$ cat src/source/fpmul_pkg.sv
package fpmul_pkg;

	////////////////////////////////////////////////////////////////////////////
	// Field widths and bias
	////////////////////////////////////////////////////////////////////////////

	localparam int EXP_W    = 8;     // Biased exponent
	localparam int FRAC_W   = 23;    // Stored fraction, hidden one not included
	localparam int EXP_BIAS = 127;

	// Exception flag word, no divide-by-zero bit for a multiply
	localparam int FLAG_W         = 4;
	localparam int FLAG_INVALID   = 3;
	localparam int FLAG_OVERFLOW  = 2;
	localparam int FLAG_UNDERFLOW = 1;
	localparam int FLAG_INEXACT   = 0;

	// Operand class codes
	localparam logic [1:0] CLS_ZERO = 2'd0;    // Also flushed subnormals
	localparam logic [1:0] CLS_NORM = 2'd1;
	localparam logic [1:0] CLS_INF  = 2'd2;
	localparam logic [1:0] CLS_NAN  = 2'd3;

	localparam logic [31:0] QNAN = 32'h7fc0_0000;    // Canonical quiet NaN

	////////////////////////////////////////////////////////////////////////////
	// Single-precision word, raw or split into fields
	////////////////////////////////////////////////////////////////////////////

	typedef union packed {
		logic [31:0] bits;
		struct packed {
			logic              sign;
			logic [EXP_W-1:0]  exp;
			logic [FRAC_W-1:0] frac;
		} fields;
	} fp32_u;

endpackage

$ cat src/source/fpmul_decode.sv
module fpmul_decode import fpmul_pkg::*; (
	input  logic             clk,
	input  logic             rst,
	input  logic             in_valid,
	input  fp32_u            a,
	input  fp32_u            b,
	output logic             dec_valid,
	output logic             sign_a,
	output logic             sign_b,
	output logic [EXP_W-1:0] exp_a,
	output logic [EXP_W-1:0] exp_b,
	output logic [FRAC_W:0]  sig_a,     // Hidden one inserted
	output logic [FRAC_W:0]  sig_b,
	output logic [1:0]       cls_a,
	output logic [1:0]       cls_b,
	output logic             dec_invalid
);

	// Zero exponent covers subnormals as well, so they flush to signed zero
	function automatic logic [1:0] classify(input fp32_u x);
		if (x.fields.exp == '0)
			return CLS_ZERO;
		if (x.fields.exp == '1)
			return (x.fields.frac == '0) ? CLS_INF : CLS_NAN;
		return CLS_NORM;
	endfunction

	// Signalling NaN has the quiet bit clear
	function automatic logic is_snan(input fp32_u x);
		return (x.fields.exp == '1) && (x.fields.frac != '0) && !x.fields.frac[FRAC_W-1];
	endfunction

	logic [1:0] cls_a_c;
	logic [1:0] cls_b_c;
	logic       invalid_c;

	assign cls_a_c = classify(a);
	assign cls_b_c = classify(b);

	// sNaN on either side, or inf times zero in either order
	assign invalid_c = is_snan(a) || is_snan(b) ||
		(cls_a_c == CLS_INF && cls_b_c == CLS_ZERO) ||
		(cls_a_c == CLS_ZERO && cls_b_c == CLS_INF);

	always_ff @(posedge clk) begin
		if (rst)
			dec_valid <= 1'b0;
		else
			dec_valid <= in_valid;
	end

	// Operand payload, loaded only on an accepted op
	always_ff @(posedge clk) begin
		if (in_valid) begin
			sign_a      <= a.fields.sign;
			sign_b      <= b.fields.sign;
			exp_a       <= a.fields.exp;
			exp_b       <= b.fields.exp;
			sig_a       <= (cls_a_c == CLS_NORM) ? {1'b1, a.fields.frac} : '0;
			sig_b       <= (cls_b_c == CLS_NORM) ? {1'b1, b.fields.frac} : '0;
			cls_a       <= cls_a_c;
			cls_b       <= cls_b_c;
			dec_invalid <= invalid_c;
		end
	end

	// Upstream must present clean operands with every issue
	a_operands_known: assert property (@(posedge clk) disable iff (rst)
		in_valid |-> !$isunknown({a.bits, b.bits}));

endmodule

$ cat src/source/fpmul_execute.sv
module fpmul_execute import fpmul_pkg::*; (
	input  logic                   clk,
	input  logic                   rst,
	input  logic                   dec_valid,
	input  logic                   sign_a,
	input  logic                   sign_b,
	input  logic [EXP_W-1:0]       exp_a,
	input  logic [EXP_W-1:0]       exp_b,
	input  logic [FRAC_W:0]        sig_a,
	input  logic [FRAC_W:0]        sig_b,
	input  logic [1:0]             cls_a,
	input  logic [1:0]             cls_b,
	input  logic                   dec_invalid,
	output logic                   ex_valid,
	output logic [2*FRAC_W+1:0]    prod,       // 48-bit significand product
	output logic signed [9:0]      exp_sum,    // Biased product exponent
	output logic                   sign_p,
	output logic [1:0]             cls_p,
	output logic                   ex_invalid
);

	logic signed [9:0] exp_sum_c;
	logic [1:0]        cls_c;

	// Ea + Eb - bias needs 10 signed bits for -125 to 381
	assign exp_sum_c = signed'({2'b00, exp_a}) + signed'({2'b00, exp_b}) - 10'(EXP_BIAS);

	// NaN wins over inf over zero
	always_comb begin
		if (cls_a == CLS_NAN || cls_b == CLS_NAN || dec_invalid)
			cls_c = CLS_NAN;    // inf * 0 lands here too
		else if (cls_a == CLS_INF || cls_b == CLS_INF)
			cls_c = CLS_INF;
		else if (cls_a == CLS_ZERO || cls_b == CLS_ZERO)
			cls_c = CLS_ZERO;
		else
			cls_c = CLS_NORM;
	end

	always_ff @(posedge clk) begin
		if (rst)
			ex_valid <= 1'b0;
		else
			ex_valid <= dec_valid;
	end

	always_ff @(posedge clk) begin
		if (dec_valid) begin
			prod       <= sig_a * sig_b;    // 24 x 24 unsigned
			exp_sum    <= exp_sum_c;
			sign_p     <= sign_a ^ sign_b;
			cls_p      <= cls_c;
			ex_invalid <= dec_invalid;
		end
	end

	// Leading one in bit 47 or 46 for the one-place normalize in result
	a_norm_product: assert property (@(posedge clk) disable iff (rst)
		ex_valid && cls_p == CLS_NORM |-> prod[2*FRAC_W+1] || prod[2*FRAC_W]);

endmodule

$ cat src/source/fpmul_result.sv
module fpmul_result import fpmul_pkg::*; (
	input  logic                clk,
	input  logic                rst,
	input  logic                ex_valid,
	input  logic [47:0]         prod,
	input  logic signed [9:0]   exp_sum,
	input  logic                sign_p,
	input  logic [1:0]          cls_p,
	input  logic                ex_invalid,
	output logic                push,
	output fp32_u               z,
	output logic [FLAG_W-1:0]   flags
);

	logic [FRAC_W-1:0] mant;       // Normalized fraction before rounding
	logic              g;          // Guard
	logic              r;          // Round
	logic              s;          // Sticky
	logic              rnd_up;
	logic [FRAC_W:0]   mant_r;     // Carry out on top
	logic signed [9:0] exp_n;
	logic signed [9:0] exp_r;
	logic              inexact;
	fp32_u             z_c;
	logic [FLAG_W-1:0] flags_c;

	////////////////////////////////////////////////////////////////////////////
	// Normalize and round to nearest even
	////////////////////////////////////////////////////////////////////////////

	always_comb begin
		// Product of two 1.x values is 1.x or 1x.x
		if (prod[47]) begin
			mant = prod[46:24];
			g    = prod[23];
			r    = prod[22];
			s    = |prod[21:0];
		end else begin
			mant = prod[45:23];
			g    = prod[22];
			r    = prod[21];
			s    = |prod[20:0];
		end
		exp_n = exp_sum + $signed({9'd0, prod[47]});

		// Up when past half, or exactly half with odd lsb
		rnd_up  = g & (r | s | mant[0]);
		mant_r  = {1'b0, mant} + {{FRAC_W{1'b0}}, rnd_up};
		// 1.111..1 rounding up leaves frac zero, only the exponent moves
		exp_r   = exp_n + $signed({9'd0, mant_r[FRAC_W]});
		inexact = g | r | s;
	end

	////////////////////////////////////////////////////////////////////////////
	// Pack by class and exponent range
	////////////////////////////////////////////////////////////////////////////

	always_comb begin
		z_c.bits        = '0;
		flags_c         = '0;
		z_c.fields.sign = sign_p;
		case (cls_p)
			CLS_NAN: begin
				z_c.bits              = QNAN;          // Sign dropped too
				flags_c[FLAG_INVALID] = ex_invalid;    // Quiet NaN in, no flag
			end
			CLS_INF:  z_c.fields.exp = '1;              // Signed infinity, exact
			CLS_ZERO: z_c.fields.exp = '0;              // Signed zero, exact
			default: begin
				if (exp_r > 10'(2 * EXP_BIAS)) begin
					// Beyond largest finite
					z_c.fields.exp          = '1;
					flags_c[FLAG_OVERFLOW]  = 1'b1;
					flags_c[FLAG_INEXACT]   = 1'b1;
				end else if (exp_r < 10'sd1) begin
					// No subnormal outputs, nonzero value lost entirely
					flags_c[FLAG_UNDERFLOW] = 1'b1;
					flags_c[FLAG_INEXACT]   = 1'b1;
				end else begin
					z_c.fields.exp        = exp_r[EXP_W-1:0];
					z_c.fields.frac       = mant_r[FRAC_W-1:0];
					flags_c[FLAG_INEXACT] = inexact;
				end
			end
		endcase
	end

	always_ff @(posedge clk) begin
		if (rst)
			push <= 1'b0;
		else
			push <= ex_valid;
	end

	always_ff @(posedge clk) begin
		if (ex_valid) begin
			z.bits <= z_c.bits;    // Leaves as a raw word
			flags  <= flags_c;
		end
	end

endmodule

$ cat src/source/fpmul_credit_queue.sv
module fpmul_credit_queue import fpmul_pkg::*; #(
	parameter int FIFO_DEPTH  = 8,
	parameter int OUT_CREDITS = 4
) (
	input  logic              clk,
	input  logic              rst,
	input  logic              push,
	input  fp32_u             z_in,
	input  logic [FLAG_W-1:0] flags_in,
	input  logic              out_credit,    // One credit back from consumer
	output logic              out_valid,
	output logic [31:0]       z,
	output logic [FLAG_W-1:0] flags,
	output logic              in_credit      // One slot freed for upstream
);

	localparam int PTR_W = $clog2(FIFO_DEPTH);
	localparam int CNT_W = $clog2(FIFO_DEPTH + 1);
	localparam int CRD_W = $clog2(OUT_CREDITS + 1);

	logic [31:0]       mem_z [FIFO_DEPTH];
	logic [FLAG_W-1:0] mem_f [FIFO_DEPTH];
	logic [PTR_W-1:0]  wr_ptr;
	logic [PTR_W-1:0]  rd_ptr;
	logic [CNT_W-1:0]  count;
	logic [CRD_W-1:0]  credits;    // Downstream credits held
	logic              pop;

	// Head leaves only when the consumer has room for it
	assign pop = (count != '0) && (credits != '0);

	////////////////////////////////////////////////////////////////////////////
	// Storage
	////////////////////////////////////////////////////////////////////////////

	always_ff @(posedge clk) begin
		if (push) begin
			mem_z[wr_ptr] <= z_in.bits;
			mem_f[wr_ptr] <= flags_in;
		end
		if (pop) begin
			z     <= mem_z[rd_ptr];    // Held until next pop
			flags <= mem_f[rd_ptr];
		end
	end

	////////////////////////////////////////////////////////////////////////////
	// Pointers, count and credits
	////////////////////////////////////////////////////////////////////////////

	always_ff @(posedge clk) begin
		if (rst) begin
			wr_ptr    <= '0;
			rd_ptr    <= '0;
			count     <= '0;
			credits   <= CRD_W'(OUT_CREDITS);
			out_valid <= 1'b0;
			in_credit <= 1'b0;
		end else begin
			if (push)
				wr_ptr <= (wr_ptr == PTR_W'(FIFO_DEPTH - 1)) ? '0 : wr_ptr + 1'b1;
			if (pop)
				rd_ptr <= (rd_ptr == PTR_W'(FIFO_DEPTH - 1)) ? '0 : rd_ptr + 1'b1;
			count     <= count + CNT_W'(push) - CNT_W'(pop);
			credits   <= credits - CRD_W'(pop) + CRD_W'(out_credit);    // Both may hit
			out_valid <= pop;
			in_credit <= pop;
		end
	end

	// Upstream credit accounting keeps a slot for every issued op
	a_no_overflow: assert property (@(posedge clk) disable iff (rst)
		push |-> count != CNT_W'(FIFO_DEPTH));

	// Consumer never returns more than it was given
	a_credit_bound: assert property (@(posedge clk) disable iff (rst)
		credits <= CRD_W'(OUT_CREDITS));

endmodule

$ cat src/source/fpmul_top.sv
module fpmul_top import fpmul_pkg::*; #(
	parameter int FIFO_DEPTH  = 8,
	parameter int OUT_CREDITS = 4
) (
	input  logic              clk,
	input  logic              rst,
	input  logic              in_valid,
	input  logic [31:0]       a,
	input  logic [31:0]       b,
	input  logic              out_credit,
	output logic              in_credit,
	output logic              out_valid,
	output logic [31:0]       z,
	output logic [FLAG_W-1:0] flags
);

	// Decode to execute
	logic              dec_valid;
	logic              sign_a;
	logic              sign_b;
	logic [EXP_W-1:0]  exp_a;
	logic [EXP_W-1:0]  exp_b;
	logic [FRAC_W:0]   sig_a;
	logic [FRAC_W:0]   sig_b;
	logic [1:0]        cls_a;
	logic [1:0]        cls_b;
	logic              dec_invalid;

	// Execute to result
	logic              ex_valid;
	logic [47:0]       prod;
	logic signed [9:0] exp_sum;
	logic              sign_p;
	logic [1:0]        cls_p;
	logic              ex_invalid;

	// Result to queue
	logic              push;
	fp32_u             z_res;
	logic [FLAG_W-1:0] flags_res;

	fpmul_decode fpmul_decode_i (
		.clk         (clk),
		.rst         (rst),
		.in_valid    (in_valid),
		.a           (a),
		.b           (b),
		.dec_valid   (dec_valid),
		.sign_a      (sign_a),
		.sign_b      (sign_b),
		.exp_a       (exp_a),
		.exp_b       (exp_b),
		.sig_a       (sig_a),
		.sig_b       (sig_b),
		.cls_a       (cls_a),
		.cls_b       (cls_b),
		.dec_invalid (dec_invalid)
	);

	fpmul_execute fpmul_execute_i (
		.clk         (clk),
		.rst         (rst),
		.dec_valid   (dec_valid),
		.sign_a      (sign_a),
		.sign_b      (sign_b),
		.exp_a       (exp_a),
		.exp_b       (exp_b),
		.sig_a       (sig_a),
		.sig_b       (sig_b),
		.cls_a       (cls_a),
		.cls_b       (cls_b),
		.dec_invalid (dec_invalid),
		.ex_valid    (ex_valid),
		.prod        (prod),
		.exp_sum     (exp_sum),
		.sign_p      (sign_p),
		.cls_p       (cls_p),
		.ex_invalid  (ex_invalid)
	);

	fpmul_result fpmul_result_i (
		.clk        (clk),
		.rst        (rst),
		.ex_valid   (ex_valid),
		.prod       (prod),
		.exp_sum    (exp_sum),
		.sign_p     (sign_p),
		.cls_p      (cls_p),
		.ex_invalid (ex_invalid),
		.push       (push),
		.z          (z_res),
		.flags      (flags_res)
	);

	fpmul_credit_queue #(
		.FIFO_DEPTH  (FIFO_DEPTH),
		.OUT_CREDITS (OUT_CREDITS)
	) fpmul_credit_queue_i (
		.clk        (clk),
		.rst        (rst),
		.push       (push),
		.z_in       (z_res),
		.flags_in   (flags_res),
		.out_credit (out_credit),
		.out_valid  (out_valid),
		.z          (z),
		.flags      (flags),
		.in_credit  (in_credit)
	);

endmodule

$ cat config.mk
export PLATFORM = sky130hd
export DESIGN_NAME = fpmul_top
export DESIGN_NICKNAME = d
export VERILOG_FILES = /design/src/source/fpmul_pkg.sv /design/src/source/fpmul_decode.sv /design/src/source/fpmul_execute.sv /design/src/source/fpmul_result.sv /design/src/source/fpmul_credit_queue.sv /design/src/source/fpmul_top.sv
export SDC_FILE = /design/constraint.sdc
export NUM_CORES = 2
export LEC_CHECK = 0
export ABC_CLOCK_PERIOD_IN_PS = 6480
export BUFFER_PORTS_ARGS = -buffer_cell sky130_fd_sc_hd__buf_2
export CAP_MARGIN = 20
export CORE_UTILIZATION = 30
export DETAILED_ROUTE_END_ITERATION = 16
export PLACE_DENSITY = 0.44
export SYNTH_ARGS = -nofsm -noshare
export SYNTH_HDL_FRONTEND = slang
export SYNTH_SLANG_ARGS = --single-unit
export TNS_END_PERCENT = 50
$ cat constraint.sdc
create_clock -name clk -period 6.48 [get_ports clk]
set_input_delay 1.296 -clock clk [delete_from_list [all_inputs] [get_ports clk]]
set_output_delay 1.296 -clock clk [all_outputs]
set_load 0.05 [all_outputs]
# Word-level counts from Yosys, hierarchy flattened
# Memories as Yosys holds them, arrays and structs flattened. A register that Yosys moved wholly into a read port is not among the register bits.
# Cells that the tools add are included.
# totals
ff_bits	186
ram_bits	288
input_bits	68
output_inout_bits	38
word_cells	139
n_memories	2
# classes
addsub	11
mul	1
magnitude_cmp	2
eq_ne	14
n_mux	37
bitwise_logic	6
n_reduce_logical	36
# mem_list
name	depth	word_bits	rd	rd_clocked_by_memory_dff	wr	line_no	text
fpmul_credit_queue_i.mem_z	8	32	1	1	1	fpmul_credit_queue.sv:21	logic [31:0] mem_z [FIFO_DEPTH];
fpmul_credit_queue_i.mem_f	8	4	1	1	1	fpmul_credit_queue.sv:22	logic [FLAG_W-1:0] mem_f [FIFO_DEPTH];
# op_table
operator	count
$mul 24x24->48	1
$mux 24	2
$logic_not 23->1	2
$mux 23	2
$pmux 23 s2	1
$reduce_bool 23->1	2
$mux 31	1
$add 23x1->24	1
$reduce_or 22->1	1
$reduce_or 21->1	1
$add 10x2->10	2
$mux 1	19
$eq 2x2->1 const B	8
$eq 8x8->1 const B	2
$logic_not 8->1	2
$mux 2	8
$pmux 8 s2	1
$gt 10x9->1 const B	1
$logic_not 2->1	5
$lt 10x2->1 const B	1
$sub 10x8->10 const B	1
$add 8x8->9	1
$mux 8	1
$logic_and 1x1->1	7
other kinds (18)	34

# Logic depth before layout (Yosys ltp)
# logic_depth
depth_word	11
mapped_depth	26

# Cells and area by module
# A second synthesis with hierarchy kept.
# unflattened
hier_cells	3264
hier_area_um2	39629.3
# by_module_without_submodules
mod	n_inst	cells_per_inst	area_per_inst_um2	seq_area_each_um2
fpmul_execute	1	2260	21231.6	1881.8
fpmul_credit_queue	1	543	12673.4	10009.6
fpmul_result	1	298	2920.3	1101.1
fpmul_decode	1	163	2803.9	2152.1

# Least setup slack after synthesis
# Ideal clock, no wire load.
# synth_timing
path_kind	reg-to-reg
from	register fpmul_decode_i.sig_b[3]
to	register fpmul_execute_i.prod[47] (data pin)
arrival_ns	6.200
t_required_ns	6.220
slack_ns	0.020
stages_incl_launch_ff	25
n_path_buf	2
period_less_slack_ns	6.460
path_cell_list	edfxtp_1 -> clkbuf_1 -> nand2_1 -> fa_1 -> inv_1 -> fa_1 -> inv_1 -> fa_1 -> fa_1 -> inv_1 -> fa_1 -> fa_1 -> inv_1 -> fa_1 -> inv_1 -> ha_1 -> buf_2 -> a21oi_1 -> o21ai_0 -> a221oi_2 -> o21ai_1 -> a41o_1 -> a21o_1 -> o21a_1 -> xnor2_1
# synth_via
elab_chain_cells	1
# synth_lines
item	line_no	text
start, declared	fpmul_decode.sv:13	output logic [FRAC_W:0] sig_b,
start signal, assigned	fpmul_decode.sv:60	sig_b <= (cls_b_c == CLS_NORM) ? {1'b1, b.fields.frac} : '0;
$mul 24x24->48	fpmul_execute.sv:49	prod <= sig_a * sig_b;
end signal, assigned	fpmul_execute.sv:49	
end, declared	fpmul_execute.sv:15	output logic [2*FRAC_W+1:0] prod,
# No other way between the ends.
# A chain may end at the register's enable or synchronous reset.

# Worst setup path after layout
# layout_timing
from	register fpmul_decode_i.sig_a[10]
to	register fpmul_execute_i.prod[44] (data pin)
# layout_via
elab_chain_cells	1
# layout_lines
item	line_no	text
start, declared	fpmul_decode.sv:12	output logic [FRAC_W:0] sig_a,
start signal, assigned	fpmul_decode.sv:59	sig_a <= (cls_a_c == CLS_NORM) ? {1'b1, a.fields.frac} : '0;
$mul 24x24->48	fpmul_execute.sv:49	
# No other way between the ends.

==> impl_metrics.env <==
export IMPL_critPathMaxFanout=7
export IMPL_slowest_delay_ps=550
export IMPL_drt_wirelength_per_cell_um=18.11
export IMPL_cts_sinks=510
export IMPL_skew_ps=49.09
export IMPL_yosysSeqAreaShare_pct=38.43
export IMPL_violations="setup timing"
export IMPL_grt_pass1_vias=25850
export IMPL_synth_avg_cell_area_um2=11.98
export IMPL_gp_congestion=0.8201
export IMPL_tightest_slew_ps=1041
export IMPL_critPathSlowestCell="fa_2"
export IMPL_critPathLaunch="fpmul_decode_i.sig_a[10]$_SDFFCE_PN0P_"
export IMPL_synth_seq_cells=510
export IMPL_dpl_hpwl_mm=74.42
export IMPL_crit_top_cell="fa_1"
export IMPL_route_vias_total=23980
export IMPL_dp_cells=5254
export IMPL_postCtsHoldBufs=0
export IMPL_max_freq_mhz=149.6
export IMPL_dr_pass1_iters=5
export IMPL_cts_path_max_buffers=3
export IMPL_status="complete, but fails checks"
export IMPL_drt_iter0_drc=1046
export IMPL_die_x_um=364.5
export IMPL_area_growth_pct=18.75
export IMPL_layout_drive_gt1_share_pct=20.70
export IMPL_path_clk_slew_ps=70
export IMPL_ys_types=74
export IMPL_core_region_area_mm2=0.1300
export IMPL_tns_ps=-1007
export IMPL_rsz0062_at_grt="yes"
export IMPL_r2r_start="fpmul_decode_i.sig_a[10]$_SDFFCE_PN0P_"
export IMPL_mostFrequentLayoutCells="551 x inv_1, 493 x edfxtp_1, 466 x fa_1"
export IMPL_cts_tree="done"
export IMPL_end_kind="register"
export IMPL_dieArea_mm2=0.1328
export IMPL_post_synth_xor_area_fraction_pct=2.197
export IMPL_grt_usage_pct=15.06
export IMPL_synthAdderAreaFrac_pct=30.94
export IMPL_synth_area_mm2=0.03941
export IMPL_worstHoldStart="fpmul_credit_queue_i.wr_ptr[0]$_SDFFE_PP0P_"
export IMPL_final_core_util_pct=36.01
export IMPL_synth_top_family_by_area="adder cells"
export IMPL_finalNonFillerCells=5389
export IMPL_vias_per_cell=4.449
export IMPL_slew_violations=0
export IMPL_numCtsBuffers=56
export IMPL_diodes=0
export IMPL_wirelength_mm=97.60
export IMPL_grt_antenna_before_repair=2
export IMPL_dp_slack_ps=-602.9
export IMPL_synth_compound_area_share_pct=3.568
export IMPL_min_period_over_period_pct=103.2
export IMPL_period_needed_ps=6686
export IMPL_clockRootBuffer="clkbuf_16"
export IMPL_worstHoldPathType="register to register"
export IMPL_start_util_pct=30.32
export IMPL_synth_edf_count=493
export IMPL_die_h_um=364.5
export IMPL_max_slew_margin_pct=30.57
export IMPL_finalWorstSetupSlack_ps=-206.3
export IMPL_htreeDepth=2
export IMPL_critical_path_class="register to register"
export IMPL_setup_violations=9
export IMPL_synth_mux_area_share_pct=5.663
export IMPL_grt_pass1_wl_mm=154.0
export IMPL_final_common_cell="inv_1"
export IMPL_grt_max_degree=55
export IMPL_drc=0
export IMPL_nets=4352
export IMPL_asyncSetResetFlopFracSynth_pct=0
export IMPL_grt_overflow_total=0
export IMPL_ios=106
export IMPL_synthFlopType="edfxtp_1"
export IMPL_crit_arrival_ps=7060
export IMPL_max_cap_violations=0
export IMPL_syn_nets=4041
export IMPL_port_buffers=105
export IMPL_yosys_area_share_simple_pct=12.24
export IMPL_antenna_left=0
export IMPL_row_count=132
export IMPL_finalHoldViolations=0
export IMPL_synthCells=3290
export IMPL_start_kind="register"
export IMPL_clock_latency_ps=650
export IMPL_yosys_warnings=0
export IMPL_critPathRequiredTime_ps=6850
flip-flops by register name, summed over array words and instances, names as in the netlist, 2 cells and up:
name	flops
fpmul_credit_queue_i.mem_z	256
fpmul_execute_i.prod	48
fpmul_credit_queue_i.mem_f	32
fpmul_credit_queue_i.z	32
fpmul_result_i.z	32
fpmul_decode_i.sig_a	24
fpmul_decode_i.sig_b	24
fpmul_execute_i.exp_sum	10
fpmul_decode_i.exp_a	8
fpmul_decode_i.exp_b	8
fpmul_credit_queue_i.count	4
fpmul_credit_queue_i.flags	4
fpmul_result_i.flags	4
fpmul_credit_queue_i.credits	3
fpmul_credit_queue_i.rd_ptr	3
fpmul_credit_queue_i.wr_ptr	3
fpmul_decode_i.cls_a	2
fpmul_decode_i.cls_b	2
fpmul_execute_i.cls_p	2
layer usage:
layer | global-route usage (%) | part of all wire (%)
met1 | 21.36 | 48
met2 | 24.96 | 47
met3 | 1.648 | 3.3
met4 | 2.776 | 1.6
met5 | 0 | 0
metrics by stage:
step	area, um^2	hold slack (ps)
3_3_place_gp	44060	538.7
2_1_floorplan	39410	434.9
6_report	46800	550.6
4_1_cts	46560	557.3
5_1_grt	46800	588.5
3_5_place_dp	44060	546.0
synthesized netlist by cell type (39+ instances only):
cell,number,area [um^2]
xnor2_1,58,508.0
nand2_1,347,1303
mux4_2,72,1622
nor2_1,97,364.1
ha_1,197,2465
fa_1,486,9729
xor2_1,39,341.6
mux2_2,40,450.4
a21oi_1,66,330.3
clkbuf_1,122,457.9
and2_1,348,2177
inv_1,567,2128
edfxtp_1,493,14800
final cells by class:
type / instances / area, um^2
Inverter: 567 / 2128
Clock buffer: 60 / 1416
Tap cell: 1742 / 2180
Multi-Input combinational cell: 2061 / 22180
Timing Repair Buffer: 405 / 3318
Fill cell: 12850 / 83180
Clock inverter: 44 / 421.7
Sequential cell: 510 / 15160
what timing repair did:
action | CTS | global route
setup endpoints to repair | 25 | 25
setup buffers | 24 | 7
pin swaps | 43 | 51
resized for setup | 91 | 50
cells by family after synthesis:
group | after synthesis
simple gates | 939
buf+inv | 719
fa+ha+maj | 683
flops | 510
compound gates | 213
mux | 128
xor+xnor | 98
path summary, 6_finish.rpt:
check / to / slack (ps) / cells past startpoint
max reg2reg: fpmul_execute_i.prod[44]$_DFFE_PP_ / -210 / 25
min: fpmul_credit_queue_i.wr_ptr[0]$_SDFFE_PP0P_ / 550 / 2
min reg2reg: fpmul_credit_queue_i.wr_ptr[0]$_SDFFE_PP0P_ / 550 / 2
max: fpmul_execute_i.prod[44]$_DFFE_PP_ / -210 / 25
critical path: cells and delay by family (launching register included):
| family | cells | cell delay (ps) |
|---|---|---|
| AO/OA/AOI/OAI | 4 | 630 |
| AND/OR/NAND/NOR | 5 | 780 |
| flip-flops | 1 | 410 |
| buffers and inverters | 8 | 870 |
| adder cells (fa/ha/maj) | 8 | 3740 |
Power is not shown: default switching activity piles up to over one toggle a cycle in this logic, so the estimate is an artifact.
